[src/verilog/aes_pkg.sv]
// ------------------------------
// AES-128 constants, shared types and the GF(2^8) arithmetic,
// referenced by scoped name from the expander, store and engine
// ------------------------------
`default_nettype none

package aes_pkg;

    typedef logic [127:0] block_t;
    typedef logic [7:0]   byte_t;
    typedef logic [3:0]   round_t;

    localparam round_t     NUM_ROUNDS     = 4'd10;
    localparam logic [3:0] NUM_ROUND_KEYS = 4'd11;
    localparam byte_t      RCON_FIRST     = 8'h01;

    // ------------------------------
    // field arithmetic
    // ------------------------------

    // multiply by x, reduce by x^8 + x^4 + x^3 + x + 1
    function automatic byte_t gf_xtime(byte_t a);
        return {a[6:0], 1'b0} ^ (a[7] ? 8'h1b : 8'h00);
    endfunction

    function automatic byte_t gf_mul(byte_t a, byte_t b);
        byte_t p;
        byte_t x;
        p = 8'h00;
        x = a;
        for (int i = 0; i < 8; i++) begin
            if (b[i]) begin
                p = p ^ x;
            end
            x = gf_xtime(x);
        end
        return p;
    endfunction

    // a^254 == a^-1; zero falls out as zero
    function automatic byte_t gf_inv(byte_t a);
        byte_t r;
        r = a;
        // square and multiply up to a^127
        for (int i = 0; i < 6; i++) begin
            r = gf_mul(gf_mul(r, r), a);
        end
        return gf_mul(r, r);
    endfunction

    function automatic byte_t rotl8(byte_t x, int n);
        return (x << n) | (x >> (8 - n));
    endfunction

    // ------------------------------
    // s-boxes from inverse plus affine map
    // ------------------------------

    function automatic byte_t sbox(byte_t x);
        byte_t b;
        b = gf_inv(x);
        return b ^ rotl8(b, 1) ^ rotl8(b, 2) ^ rotl8(b, 3) ^ rotl8(b, 4) ^ 8'h63;
    endfunction

    // undo the affine map first, then invert
    function automatic byte_t inv_sbox(byte_t x);
        return gf_inv(rotl8(x, 1) ^ rotl8(x, 3) ^ rotl8(x, 6) ^ 8'h05);
    endfunction

    // ------------------------------
    // block transforms, FIPS byte n at bits 127-8n
    // ------------------------------

    function automatic block_t inv_shift_rows(block_t s);
        block_t res;
        for (int c = 0; c < 4; c++) begin
            for (int r = 0; r < 4; r++) begin
                res[127 - 8 * (4 * ((c + r) % 4) + r) -: 8] = s[127 - 8 * (4 * c + r) -: 8];
            end
        end
        return res;
    endfunction

    function automatic block_t inv_sub_bytes(block_t s);
        block_t res;
        for (int i = 0; i < 16; i++) begin
            res[8 * i +: 8] = inv_sbox(s[8 * i +: 8]);
        end
        return res;
    endfunction

    function automatic block_t inv_mix_columns(block_t s);
        block_t res;
        byte_t  a  [4];
        byte_t  x2 [4];
        byte_t  x4 [4];
        byte_t  x8 [4];
        for (int c = 0; c < 4; c++) begin
            for (int r = 0; r < 4; r++) begin
                a[r]  = s[127 - 8 * (4 * c + r) -: 8];
                x2[r] = gf_xtime(a[r]);
                x4[r] = gf_xtime(x2[r]);
                x8[r] = gf_xtime(x4[r]);
            end
            // row r: 0e 0b 0d 09 rotated right by r
            for (int r = 0; r < 4; r++) begin
                res[127 - 8 * (4 * c + r) -: 8] =
                    (x8[r] ^ x4[r] ^ x2[r]) ^
                    (x8[(r + 1) % 4] ^ x2[(r + 1) % 4] ^ a[(r + 1) % 4]) ^
                    (x8[(r + 2) % 4] ^ x4[(r + 2) % 4] ^ a[(r + 2) % 4]) ^
                    (x8[(r + 3) % 4] ^ a[(r + 3) % 4]);
            end
        end
        return res;
    endfunction

endpackage

`default_nettype wire

[src/verilog/aes_key_expander.sv]
// ------------------------------
// AES-128 key schedule, one round key per clock into the store
// ------------------------------
`default_nettype none

module aes_key_expander (
    input  logic            clk,
    input  logic            rst_n,
    input  logic            key_valid,
    input  aes_pkg::block_t key,
    output logic            key_ready,
    input  logic            busy,
    output logic            wr_en,
    output aes_pkg::round_t wr_round,
    output aes_pkg::block_t wr_key
);

    logic            active;
    logic            key_take;
    aes_pkg::round_t cnt;
    aes_pkg::byte_t  rcon;
    aes_pkg::block_t rk;
    aes_pkg::block_t rk_next;
    logic [31:0]     temp;

    // no new key while a block is in the engine
    assign key_ready = !active && !busy;
    assign key_take  = key_valid && key_ready;

    // current key goes out as round cnt
    assign wr_en    = active;
    assign wr_round = cnt;
    assign wr_key   = rk;

    // ------------------------------
    // next round key
    // ------------------------------
    always_comb begin
        // SubWord(RotWord(w3)) ^ rcon
        temp = {aes_pkg::sbox(rk[23:16]), aes_pkg::sbox(rk[15:8]),
                aes_pkg::sbox(rk[7:0]), aes_pkg::sbox(rk[31:24])} ^ {rcon, 24'h000000};
        rk_next[127:96] = rk[127:96] ^ temp;
        rk_next[95:64]  = rk[95:64] ^ rk_next[127:96];
        rk_next[63:32]  = rk[63:32] ^ rk_next[95:64];
        rk_next[31:0]   = rk[31:0] ^ rk_next[63:32];
    end

    always_ff @(posedge clk or negedge rst_n) begin
        if (!rst_n) begin
            active <= 1'b0;
            cnt    <= '0;
            rcon   <= aes_pkg::RCON_FIRST;
        end else if (key_take) begin
            active <= 1'b1;
            cnt    <= '0;
            rcon   <= aes_pkg::RCON_FIRST;
        end else if (active) begin
            if (cnt == aes_pkg::NUM_ROUNDS) begin
                active <= 1'b0;
            end else begin
                cnt  <= cnt + 1'b1;
                rcon <= aes_pkg::gf_xtime(rcon);
            end
        end
    end

    always_ff @(posedge clk) begin
        if (key_take) begin
            rk <= key;
        end else if (active && cnt != aes_pkg::NUM_ROUNDS) begin
            rk <= rk_next;
        end
    end

    // engine stays idle while the schedule is written
    assert property (@(posedge clk) disable iff (!rst_n) active |-> !busy);

endmodule

`default_nettype wire

[config.mk]
export PLATFORM = sky130hd
export DESIGN_NAME = aes_key_expander
export DESIGN_NICKNAME = d
export VERILOG_FILES = /design/src/verilog/aes_pkg.sv /design/src/verilog/aes_key_expander.sv
export SDC_FILE = /design/constraint.sdc
export NUM_CORES = 2
export LEC_CHECK = 0
export CAP_MARGIN = 20
export CORE_MARGIN = 3
export CORE_UTILIZATION = 62
export DETAILED_ROUTE_END_ITERATION = 8
export DONT_BUFFER_PORTS = 1
export HOLD_SLACK_MARGIN = 0.12
export PLACE_DENSITY_LB_ADDON = 0.15
export SLEW_MARGIN = 20
export SYNTH_ARGS = -nofsm -noshare
export SYNTH_HDL_FRONTEND = slang
export SYNTH_SLANG_ARGS = --single-unit
export TNS_END_PERCENT = 100
[constraint.sdc]
create_clock -name clk -period 24.2 [get_ports clk]
set_input_delay 3.63 -clock clk [delete_from_list [all_inputs] [get_ports clk]]
set_output_delay 3.63 -clock clk [all_outputs]
set_load 0.02 [all_outputs]
==> key figures <==
Synthesis
  – Largest cells by area after synthesis: xnor2_1, xnor3_1, xor2_1, nand2_1, edfxtp_1
  – Mapped Area: about 65,000 sq um
  – Cell count after synthesis: 8,004
  – Most used flip-flop cell after synthesis: edfxtp_1
  – Avg Inst Size Synth: 8.091 sq um
  – Sequential share of the synthesized area: about 6.4%
  – Warnings from Yosys: 0
  – Distinct cells, synth: roughly 120
  – Async set or reset register ratio after synthesis: under 10%
  – Cell accounting for the most synthesized area: xnor2_1
  – EDFF count, synth: approximately 130
  – Syn Nets: a little over 8,000
  – Post-synthesis register bit count: 141
  – Post-synth top area share: approximately a fifth

CTS
  – CTS Buf Count: 17
  – Later-pin clock latency in the skew report: approximately 0.55 ns
  – Hold bufs inserted after CTS: 0
  – Clk sinks: between 100 and 150
  – H-tree Lvls: 4
  – Maximum root-to-sink buffer count: 2
  – Clock Pin Slew Worst Setup and Hold Paths: between 0.1 and 0.15 ns
  – CTS tree: done
  – Root buf cell: clkbuf_16

Timing
  – Pins Over Slew Limit: 0
  – # setup viols final: 0
  – Fin crit share: 95.89%
  – Clock Skew: between 0.04 and 0.05 ns
  – Min Tclk post-route: 23.20 ns
  – F_max: between 40 and 50 MHz
  – Final Hold Viols: 0
  – Worst slew pin tran: between 1 and 1.5 ns
  – Worst relative slew slack: 32.38%

Critical path
  – Required @ worst endpoint: roughly 24 ns
  – Cell family with most CP delay: XOR/XNOR gates
  – CP Capture Type: flip-flop
  – Most used cell, CP: xnor2_1
  – Worst Path Class, Setup: reg -> reg
  – Worst Setup Start Kind: flip-flop
  – Crit-path max FO: 18
  – Critical path's slowest cell: xnor3_4
  – WP data arrival: 23.44 ns
  – R2R depth: 77
  – CP bufs+invs: 10
  – CP max stage delay: around 0.67 ns
  – Levels on crit path: 77

Final layout
  – Area grow syn2layout: 6.041%
  – Area of the multi-input gates: just under 60,000 sq um
  – Seq. cell area: about 4200 sq um
  – Share of layout cells above drive strength 1: a little over a tenth
  – Fillers: 8,599
  – Post-route design area: approximately 69,000 sq um
  – Nets@finish: approximately 8,100

Flow run
  – Maxcap violations: 0

Detailed routing
  – Antenna viol nets, final: 0
  – Via count: a little under 60,000
  – DR pass1 iterations: 6
  – Drt wl/cell: between 20 and 25 um
  – Detailed Route WL: 206.7 mm
  – Vias per cell: 6.392
  – Post-detailed-route DRC marker count: 0
  – Initial drt markers: between 7,000 and 8,000

GRT
  – Global-route wire length before repair: 319.0 mm
  – Number of global-route vias before repair: between 50,000 and 60,000
  – GRT overflow: 0
  – Global Route Usage Sum: between 30 and 40%
  – Largest net degree at the start of global routing: 80
  – Initial antenna violation count: 8

Status
  – Status: complete, no violations

Worst hold path
  – Hold depth: 2
  – Worst Hold Class: reg -> reg

Floorplanning
  – Core ar.: approximately 100,000 sq um
  – Die area: roughly 110,000 sq um
  – DIE HEIGHT: between 300 and 400 um
  – Chip Width: ~330 um
  – Initial core utilization: a little over three fifths
  – I/O pin count: approximately 270
  – Row cnt: 117

Place
  – Final Wtd Congestion: ~0.95
  – Dpl cell area: about 67,000 sq um
  – Buffers added on ports: 0
  – HPWL Detailed: about 150 mm
cell families after synthesis:
logic type / count (synthesis) / synth area share (%)
xor gates and xnor gates: 2736 / 50.61
DFF: 141 / 6.439
adders and majority gates: 30 / 0.5796
buffers and inverters: 686 / 4.670
AOI/OAI and AO/OA: 1435 / 15.03
and+or+nand+nor: 2709 / 18.42
muxes: 267 / 4.256
worst paths after layout:
path | slack (ns) | endpoint | from
worst min-delay path | 0.56 | rcon[6]$_DFFE_PN0P_ | rcon[6]$_DFFE_PN0P_
min in group asynchronous | 2.79 | rcon[1]$_DFFE_PN0P_ | rst_n
worst max-delay path | 1.0 | wr_key[88]$_DFFE_PP_ | wr_key[23]$_DFFE_PP_
max in group asynchronous | 21.23 | rcon[0]$_DFFE_PN1P_ | rst_n
worst max register to register | 1.0 | wr_key[88]$_DFFE_PP_ | wr_key[23]$_DFFE_PP_
worst min register to register | 0.56 | rcon[6]$_DFFE_PN0P_ | rcon[6]$_DFFE_PN0P_
sequential cells by signal, indices dropped and copies added, names as in the netlist:
name / cells
wr_key: 128
wr_round: 4
rcon: 8
wr_en: 1
through the flow:
| step | hold WS, ns | cells | TNS [ns] | setup slack [ns] | utilization [%] |
|---|---|---|---|---|---|
| after detailed placement | 0.5416 | 9194 | 0 | 0.1136 | 65.14 |
| after global routing | 0.6000 | 9272 | -0.6088 | -0.1275 | 66.82 |
| final | 0.5649 | 9273 | 0 | 0.9952 | 66.83 |
| after CTS | 0.5682 | 9229 | 0 | 0.002087 | 65.77 |
| after floorplan | 0.5121 | 8004 | 0 | 1.220 | - |
| after global placement | 0.5368 | 9194 | 0 | 0.2600 | 65.13 |
layout by cell type, fill, tap and decap left out, types with 35 or more instances in the layout:
cell type | netlist | routed
inv_1 | 94 | 94
mux2i_1 | 220 | 219
mux2_2 | 43 | 43
nand4_1 | 39 | 39
edfxtp_1 | 128 | 128
o21ai_1 | 39 | 41
o211ai_1 | 60 | 60
xnor2_2 | 105 | 141
a211oi_1 | 44 | 44
o21ai_0 | 311 | 309
a22oi_1 | 102 | 102
nand2b_1 | 75 | 75
a222oi_1 | 35 | 35
buf_4 | 44 | 412
xor3_1 | 83 | 83
nor2b_1 | 55 | 54
nor2_1 | 718 | 716
o22ai_1 | 62 | 62
and3_1 | 55 | 55
and2_1 | 57 | 56
nand2_1 | 1186 | 1183
xnor2_1 | 1462 | 1405
a21oi_1 | 330 | 329
nor3_1 | 165 | 165
xnor3_1 | 424 | 416
nand3_1 | 181 | 181
xor2_1 | 591 | 584
cell usage after synthesis, types with 62 or more instances:
master and n:
buf_2 161, o21ai_0 311, edfxtp_1 128, nand2_1 1186, a22oi_1 102, xnor2_2 105, nand2b_1 75, xnor3_1 424
xor3_1 83, xor2_1 591, buf_1 67, nand3_1 181, nor3_1 165, inv_1 94, xnor2_1 1462, nor2_1 718
clkbuf_1 275, mux2i_1 220, a21oi_1 330, o22ai_1 62
layout make-up:
type	count	area share, %
inverters	128	0.6996
multi-input cells	7178	85.07
repair buffers	422	4.773
well taps	1368	2.492
diodes	4	0.01458
clock inverters	15	0.2624
clock buffers	17	0.6194
flip-flops and latches	141	6.072
per-layer routing:
layer / share of wire [%] / GRT usage (%) / wire length, um
met1: 41 / 49.83 / 83950
met2: 45 / 57.19 / 92160
met3: 11 / 7.396 / 22240
met4: 4.0 / 14.81 / 8303
met5: 0.020 / 0 / 41
worst reg2reg max path: cells and delay by family, from the launching register on:
family	cells	cell delay, ns
buffers and inverters	10	1.88
adder cells (fa/ha/maj)	5	2.12
XOR/XNOR	40	13.80
flip-flops	1	0.49
AND/OR/NAND/NOR	9	1.55
AO/OA/AOI/OAI	13	3.06
what timing repair did:
action	4_1_cts	5_1_grt
resized for setup	2	103
hold endpoints to repair	0	0
cloned	0	1
pin swaps	1	12
buffers inserted	3	39
endpoints found under the setup margin	2	114
Power is not shown: default switching activity piles up to over one toggle a cycle in this logic, so the estimate is an artifact.
