**config.mk**
```make
export PLATFORM = sky130hd
export DESIGN_NAME = aes_round_key_store
export DESIGN_NICKNAME = d
export VERILOG_FILES = /design/src/verilog/aes_pkg.sv /design/src/verilog/aes_round_key_store.sv
export SDC_FILE = /design/constraint.sdc
export NUM_CORES = 1
export LEC_CHECK = 0
export BUFFER_PORTS_ARGS = -buffer_cell sky130_fd_sc_hd__clkbuf_2
export CAP_MARGIN = 20
export CORE_ASPECT_RATIO = 0.75
export CORE_UTILIZATION = 45
export DETAILED_ROUTE_END_ITERATION = 8
export SLEW_MARGIN = 15
export SYNTH_ARGS = -nofsm -noshare
export SYNTH_HDL_FRONTEND = slang
export SYNTH_SLANG_ARGS = --single-unit
```
**constraint.sdc**
```tcl
create_clock -name clk -period 2.7 [get_ports clk]
set_input_delay 0.54 -clock clk [delete_from_list [all_inputs] [get_ports clk]]
set_output_delay 0.54 -clock clk [all_outputs]
set_load 0.05 [all_outputs]
```
**src/verilog/aes_pkg.sv**
```systemverilog
// ------------------------------
// AES-128 constants, shared types and the GF(2^8) arithmetic,
// referenced by scoped name from the expander, store and engine
// ------------------------------
`default_nettype none

package aes_pkg;

    typedef logic [127:0] block_t;
    typedef logic [7:0]   byte_t;
    typedef logic [3:0]   round_t;

    localparam round_t     NUM_ROUNDS     = 4'd10;
    localparam logic [3:0] NUM_ROUND_KEYS = 4'd11;
    localparam byte_t      RCON_FIRST     = 8'h01;

    // ------------------------------
    // field arithmetic
    // ------------------------------

    // multiply by x, reduce by x^8 + x^4 + x^3 + x + 1
    function automatic byte_t gf_xtime(byte_t a);
        return {a[6:0], 1'b0} ^ (a[7] ? 8'h1b : 8'h00);
    endfunction

    function automatic byte_t gf_mul(byte_t a, byte_t b);
        byte_t p;
        byte_t x;
        p = 8'h00;
        x = a;
        for (int i = 0; i < 8; i++) begin
            if (b[i]) begin
                p = p ^ x;
            end
            x = gf_xtime(x);
        end
        return p;
    endfunction

    // a^254 == a^-1; zero falls out as zero
    function automatic byte_t gf_inv(byte_t a);
        byte_t r;
        r = a;
        // square and multiply up to a^127
        for (int i = 0; i < 6; i++) begin
            r = gf_mul(gf_mul(r, r), a);
        end
        return gf_mul(r, r);
    endfunction

    function automatic byte_t rotl8(byte_t x, int n);
        return (x << n) | (x >> (8 - n));
    endfunction

    // ------------------------------
    // s-boxes from inverse plus affine map
    // ------------------------------

    function automatic byte_t sbox(byte_t x);
        byte_t b;
        b = gf_inv(x);
        return b ^ rotl8(b, 1) ^ rotl8(b, 2) ^ rotl8(b, 3) ^ rotl8(b, 4) ^ 8'h63;
    endfunction

    // undo the affine map first, then invert
    function automatic byte_t inv_sbox(byte_t x);
        return gf_inv(rotl8(x, 1) ^ rotl8(x, 3) ^ rotl8(x, 6) ^ 8'h05);
    endfunction

    // ------------------------------
    // block transforms, FIPS byte n at bits 127-8n
    // ------------------------------

    function automatic block_t inv_shift_rows(block_t s);
        block_t res;
        for (int c = 0; c < 4; c++) begin
            for (int r = 0; r < 4; r++) begin
                res[127 - 8 * (4 * ((c + r) % 4) + r) -: 8] = s[127 - 8 * (4 * c + r) -: 8];
            end
        end
        return res;
    endfunction

    function automatic block_t inv_sub_bytes(block_t s);
        block_t res;
        for (int i = 0; i < 16; i++) begin
            res[8 * i +: 8] = inv_sbox(s[8 * i +: 8]);
        end
        return res;
    endfunction

    function automatic block_t inv_mix_columns(block_t s);
        block_t res;
        byte_t  a  [4];
        byte_t  x2 [4];
        byte_t  x4 [4];
        byte_t  x8 [4];
        for (int c = 0; c < 4; c++) begin
            for (int r = 0; r < 4; r++) begin
                a[r]  = s[127 - 8 * (4 * c + r) -: 8];
                x2[r] = gf_xtime(a[r]);
                x4[r] = gf_xtime(x2[r]);
                x8[r] = gf_xtime(x4[r]);
            end
            // row r: 0e 0b 0d 09 rotated right by r
            for (int r = 0; r < 4; r++) begin
                res[127 - 8 * (4 * c + r) -: 8] =
                    (x8[r] ^ x4[r] ^ x2[r]) ^
                    (x8[(r + 1) % 4] ^ x2[(r + 1) % 4] ^ a[(r + 1) % 4]) ^
                    (x8[(r + 2) % 4] ^ x4[(r + 2) % 4] ^ a[(r + 2) % 4]) ^
                    (x8[(r + 3) % 4] ^ a[(r + 3) % 4]);
            end
        end
        return res;
    endfunction

endpackage

`default_nettype wire

```
**src/verilog/aes_round_key_store.sv**
```systemverilog
// ------------------------------
// eleven round-key registers, written by the expander and read
// combinationally by the round engine
// ------------------------------
`default_nettype none

module aes_round_key_store (
    input  logic            clk,
    input  logic            rst_n,
    input  logic            wr_en,
    input  aes_pkg::round_t wr_round,
    input  aes_pkg::block_t wr_key,
    input  aes_pkg::round_t rd_round,
    output aes_pkg::block_t rd_key,
    output logic            loaded
);

    aes_pkg::block_t keys [aes_pkg::NUM_ROUND_KEYS];
    logic            loaded_q;

    always_ff @(posedge clk) begin
        if (wr_en) begin
            keys[wr_round] <= wr_key;
        end
    end

    assign rd_key = keys[rd_round];

    // cleared by round 0, set by round 10
    always_ff @(posedge clk or negedge rst_n) begin
        if (!rst_n) begin
            loaded_q <= 1'b0;
        end else if (wr_en && wr_round == '0) begin
            loaded_q <= 1'b0;
        end else if (wr_en && wr_round == aes_pkg::NUM_ROUNDS) begin
            loaded_q <= 1'b1;
        end
    end

    // a schedule being rewritten is never offered, not even the first cycle
    assign loaded = loaded_q && !wr_en;

    assert property (@(posedge clk) disable iff (!rst_n) wr_en |-> wr_round <= aes_pkg::NUM_ROUNDS);

endmodule

`default_nettype wire

```
==> results of run 1 <==
==> how the worst max path moves through the flow <==
stage,endpoint,cells after the start
floorplan,loaded_q$_DFFE_PN0P_,3
global placement,rd_key[14],9
detailed placement,rd_key[14],9
CTS,rd_key[14],5
global route,rd_key[62],9
finish,rd_key[26],7
==> layer usage <==
layer	vias to the layer above	part of all wire	global-route usage
met1	15200	0.43	0.293
met4	22	0.023	0.0687
met3	204	0.054	0.0442
li1	12900	-	-
met2	742	0.49	0.356
met5	-	0.0011	0
==> placed cells by master (no fill, tap or decap), types with 15 or more instances in the layout <==
cell type	count
nand2b_1	130
clkbuf_1	28
clkinv_1	35
clkbuf_16	147
mux2_2	382
o31ai_1	52
clkbuf_2	135
buf_12	210
buf_4	199
buf_6	15
clkinv_2	19
o31ai_2	67
buf_16	15
mux2i_1	256
edfxtp_1	1408
a22o_1	128
o211ai_1	128
o22ai_1	120
==> worst max-delay path: stages <==
cell and delay, ns:
buf_8 0.13, nor2b_4 0.15, buf_12 0.14, buf_4 0.22, a22o_1 0.23, o31ai_1 0.52
buf_12 0.21
==> flip-flops by register name, indices dropped and copies added, names as in the netlist <==
name	cells
keys	1408
loaded_q	1
==> cell families after synthesis <==
logic type / after synthesis / share of synthesized area
multiplexers: 640 / 0.125
buffers and inverters: 184 / 0.0179
flip-flops: 1409 / 0.770
AND/OR/NAND/NOR: 150 / 0.0166
AO/OA/AOI/OAI: 513 / 0.0702
==> final cells by class <==
cell class / instances / area (sq um)
Tap cell: 1624 / 2030
Multi-Input combinational cell: 1303 / 12300
Clock inverter: 74 / 606
Antenna cell: 9 / 22.5
Sequential cell: 1409 / 42300
Timing Repair Buffer: 590 / 7300
Clock buffer: 171 / 3680
Fill cell: 8940 / 52300
==> power breakdown <==
part / switching, mW / internal [mW] / total [mW]
Sequential: 0.0945 / 24.5 / 24.6
Combinational: 2.56 / 2.05 / 4.61
Clock: 7.92 / 10.5 / 18.4
==> repair_timing <==
item	in CTS	in global routing
hold buffers	1	0
gates resized for setup	103	44
pin swaps	4	7
endpoints found under the hold margin	1	0
cloned	8	4
buffers inserted	5	6
setup endpoints to repair	119	48
==> run summary, run 1 <==
Status: finished with violations
NumNets Final: 3580
Mapped Area: 54900 sq um
Required @ worst endpoint: 2.16 ns
Critical path type: in2out
Via Count: 29100
Num ports: 268
Cell Rows: 110
Critical R2R Capture: loaded_q$_DFFE_PN0P_
Tmin final: 2.72 ns
Fraction of layout cells with a size suffix above 1: 0.354
Number of global-route vias before repair: 30300
Register area share after synthesis: 0.770
Failing checks: negative setup slack
Clock-pin transition on the worst setup and hold timing paths: 0.06 ns
RSZ-0062 raised after global routing: true
Setup TNS: -0.0156 ns
Die span in x: 405 microns
Hold_ws: 0.0935 ns
Top-area cell type share of the netlist area: 0.770
WP data arrival: 2.18 ns
Post-place setup slack: -0.314 ns
CTS tree: done
Worst slew pin tran: 0.630 ns
Final std cells w/o fill: 5180
Synth area leaders: edfxtp_1 (77%), mux2_2 (7.9%), mux2i_1 (4.7%)
CTS root buffer: clkbuf_16
Core Area: 121000 sq um
Yosys warns: 0
Most common cell in the synthesized netlist: edfxtp_1
Die H: 305 microns
Sinks on Clock Net: 1409
Final Setup Violations: 1
First-pass DRT Iterations: 5
Async SR Flop Fraction: 0.000710
Max-slew headroom: 0.580
Reg-to-reg setup timing slack: 2.01 ns
Peak Freq: 368 MHz
Worst reg2reg startpoint: loaded_q$_DFFE_PN0P_
Critical Path Fanout Max: 16
EDFF count, synth: 1408
Vias per cell: 5.62
Post-synth top cells: edfxtp_1 (1408), mux2_2 (384), mux2i_1 (256)
Inst Count DP: 4905
Total Wirelength: 134000 microns
DR WL/cell: 25.9 microns
Hold Path Class: in2async
Grt total ovfl: 0
Fin util: 0.566
Largest area contributor in the netlist: edfxtp_1
R2R depth: 1
Final instance area: 68300 sq um
Worst setup path start: rd_round[1]
PD cells: 698 nW/um^2
Most used DFF post-synth: edfxtp_1
Drt initial violations: 2213
Skew-Pair Late Insertion Delay: 0.75 ns
Max-slew violation count: 0
Worst-case clock buffer depth: 3
Synth cell types: 23
Input/output buffers: 267
Final Hold Viols: 0
Max IR drop VDD: 635 uV
Critical Path Start Type: input port
Leakage: 23.3 nW
Max-Cap Viols: 0
Antenna violations before repair: 21
Synth-to-layout area growth: 24.2%
Crit path setup slack, layout: -0.0156 ns
Gpl congestion: 0.782
Post-DP Area: 62800 sq um
Largest net degree at the start of global routing: 101
Post-Syn Area per Cell: 19.0 sq um
First-pass GRT wire length: 197000 microns
Routed Antenna Nets: 0
Htree depth: 4
Clock skew: 0 ns
Pwr Total: 47.7 mW
Cells after Synth: 2896
# DRC: 0
GRT Total Usage: 0.218
Synth Register Bits: 1409
Num CTS Buffers: 137
Synthesized Nets: 3035
Post-DP HPWL: 77000 microns
Part of the cycle the worst path needs: 1.01
CP endpoint kind: primary output
Die Area: 124000 sq um
Starting Density: 0.456
Power figures use the tool's default switching activity.
==> inputs of run 2 (changes only) <==
--- a/config.mk
+++ b/config.mk
@@ -10,6 +10,7 @@
 export CORE_ASPECT_RATIO = 0.75
 export CORE_UTILIZATION = 45
 export DETAILED_ROUTE_END_ITERATION = 8
+export REMOVE_ABC_BUFFERS = 1
 export SLEW_MARGIN = 15
 export SYNTH_ARGS = -nofsm -noshare
 export SYNTH_HDL_FRONTEND = slang
==> run summary, run 2 (synthesis gave the netlist of run 1 again) <==
Sinks on Clock Net: 1409 (unchanged)
Commonest non-fill, non-tap cell in the layout: edfxtp_1 (unchanged)
NumNets Final: 3616 (was 3580)
Multi-input logic area: 12800 sq um (was 12300 sq um)
Failing checks: negative setup slack (unchanged)
Die span in x: 405 microns (unchanged)
Setup TNS: -0.536 ns (was -0.0156 ns)
Reg-to-reg setup timing slack: 2.01 ns (about the same)
Num CTS Buffers: 139 (was 137)
Max-Cap Viols: 0 (unchanged)
Hold_ws: 0.0924 ns (was 0.0935 ns)
Drt initial violations: 2202 (was 2213)
Htree depth: 4 (unchanged)
Required @ worst endpoint: 2.16 ns (about the same)
FF/Latch Area: 42300 sq um (unchanged)
Max reg flops: 1408 (unchanged)
Worst-case clock buffer depth: 3 (unchanged)
Gpl congestion: 0.774 (was 0.782)
Final Hold Viols: 0 (unchanged)
First-pass GRT wire length: 201000 microns (was 197000 microns)
Starting Density: 0.456 (unchanged)
CTS root buffer: clkbuf_16 (unchanged)
CTS tree: done (unchanged)
Total Wirelength: 138000 microns (was 134000 microns)
Cell Rows: 110 (unchanged)
Fraction of layout cells with a size suffix above 1: 0.373 (was 0.354)
Critical Path Fanout Max: 8 (was 16)
WP data arrival: 2.25 ns (was 2.18 ns)
Largest registers: keys: 1408 flops, loaded_q: 1 flops (unchanged)
Skew-Pair Late Insertion Delay: 0.74 ns (was 0.75 ns)
Grt total ovfl: 0 (unchanged)
DR WL/cell: 26.5 microns (was 25.9 microns)
# DRC: 0 (unchanged)
Largest net degree at the start of global routing: 73 (was 101)
Post-place setup slack: -0.579 ns (was -0.314 ns)
Final Setup Violations: 18 (was 1)
Largest register by flop count: keys (unchanged)
Die H: 305 microns (unchanged)
First-pass DRT Iterations: 7 (was 5)
Max-slew headroom: 0.588 (was 0.580)
Crit path setup slack, layout: -0.0914 ns (was -0.0156 ns)
Clock skew: 0 ns (unchanged)
RSZ-0062 raised after global routing: true (unchanged)
Input/output buffers: 267 (unchanged)
GRT Total Usage: 0.221 (was 0.218)
Core Area: 121000 sq um (unchanged)
Worst slew pin tran: 0.617 ns (was 0.630 ns)
Status: finished with violations (unchanged)
Critical path type: in2out (unchanged)
Part of the cycle the worst path needs: 1.03 (was 1.01)
Post-DP HPWL: 80200 microns (was 77000 microns)
Synth-to-layout area growth: 26.4% (was 24.2%)
Leakage: 23.8 nW (was 23.3 nW)
Peak Freq: 358 MHz (was 368 MHz)
R2R depth: 1 (unchanged)
CP endpoint kind: primary output (unchanged)
Fin util: 0.576 (was 0.566)
Pwr Total: 48.1 mW (was 47.7 mW)
Clock-pin transition on the worst setup and hold timing paths: 0.06 ns (about the same)
Number of global-route vias before repair: 30600 (was 30300)
Most frequent cells in the layout: edfxtp_1 (1408), mux2_2 (358), mux2i_1 (254) (was edfxtp_1 (1408), mux2_2 (382), mux2i_1 (256))
Routed Antenna Nets: 0 (unchanged)
Die Area: 124000 sq um (unchanged)
Antenna violations before repair: 14 (was 21)
PD cells: 693 nW/um^2 (was 698 nW/um^2)
Via Count: 29500 (was 29100)
Max IR drop VDD: 592 uV (was 635 uV)
Fill count: 8939 (was 8940)
Tmin final: 2.79 ns (was 2.72 ns)
Max-slew violation count: 0 (unchanged)
Critical Path Start Type: input port (unchanged)
Vias per cell: 5.66 (was 5.62)
Num ports: 268 (unchanged)
Hold Path Class: in2async (unchanged)
## run 2: changes by cell type in the layout (fill, tap and decap cells not counted), moves of 8 or more
cell,previous run,this run
mux2_4,2,26
clkbuf_16,147,155
o31ai_1,52,34
mux2_2,382,358
buf_12,210,220
clkbuf_1,28,37
o22ai_1,120,102
clkinv_1,35,21
o31ai_4,9,33
o22ai_2,8,21
## run 2: layer usage
metal  vias to the layer above  GRT usage  routed length [microns]
met5                         -          0                      126
met4                        20     0.0522                     2330
met3                       203     0.0486                     9280
met2                       881      0.352                    66100
met1                     15400      0.310                    60100
li1                      13000          -                        -
## run 2: area by class of cell
type	count	share of cell area
tap	1624	0.0293
clock buffer	182	0.0543
clock inverter	66	0.00852
antenna	4	0.000144
timing repair buffer	624	0.114
sequential	1409	0.609
multi-input combinational	1303	0.185
## run 2: power by group
part           internal (mW)  switching (mW)  total [mW]
clock                   10.7            7.96        18.7
sequential              24.5          0.0950        24.6
combinational           2.16            2.68        4.84
## run 2: path summary, 6_finish.rpt
kind / start / endpoint
worst max-delay path: rd_round[0] / rd_key[79]
worst min-delay path: rst_n / loaded_q$_DFFE_PN0P_
worst max register to register: loaded_q$_DFFE_PN0P_ / loaded_q$_DFFE_PN0P_
worst min register to register: loaded_q$_DFFE_PN0P_ / loaded_q$_DFFE_PN0P_
max in group asynchronous: rst_n / loaded_q$_DFFE_PN0P_
min in group clk: wr_key[97] / keys[6][97]$_DFFE_PP_
## run 2: per-stage QoR
step                instance area (sq um)  instances
floorplan                           54000       2712
global placement                    62700       4913
detailed placement                  62700       4914
CTS                                 68700       5195
global route                        69400       5209
finish                              69400       5212
## run 2: worst max-delay path, stage by stage
cell and delay (ns):
buf_16 0.13, buf_12 0.16, buf_12 0.17, buf_16 0.13
mux2_2 0.32, o211ai_1 0.27, o31ai_4 0.19, buf_4 0.18
buf_12 0.14
## run 2: repair_timing
| item | CTS | global route |
|---|---|---|
| endpoints found under the setup margin | 112 | 89 |
| hold buffers | 1 | 0 |
| hold endpoints to repair | 1 | 0 |
| cloned | 15 | 9 |
| setup buffers | 27 | 21 |
| pin swaps | 46 | 41 |
| resized for setup | 206 | 107 |
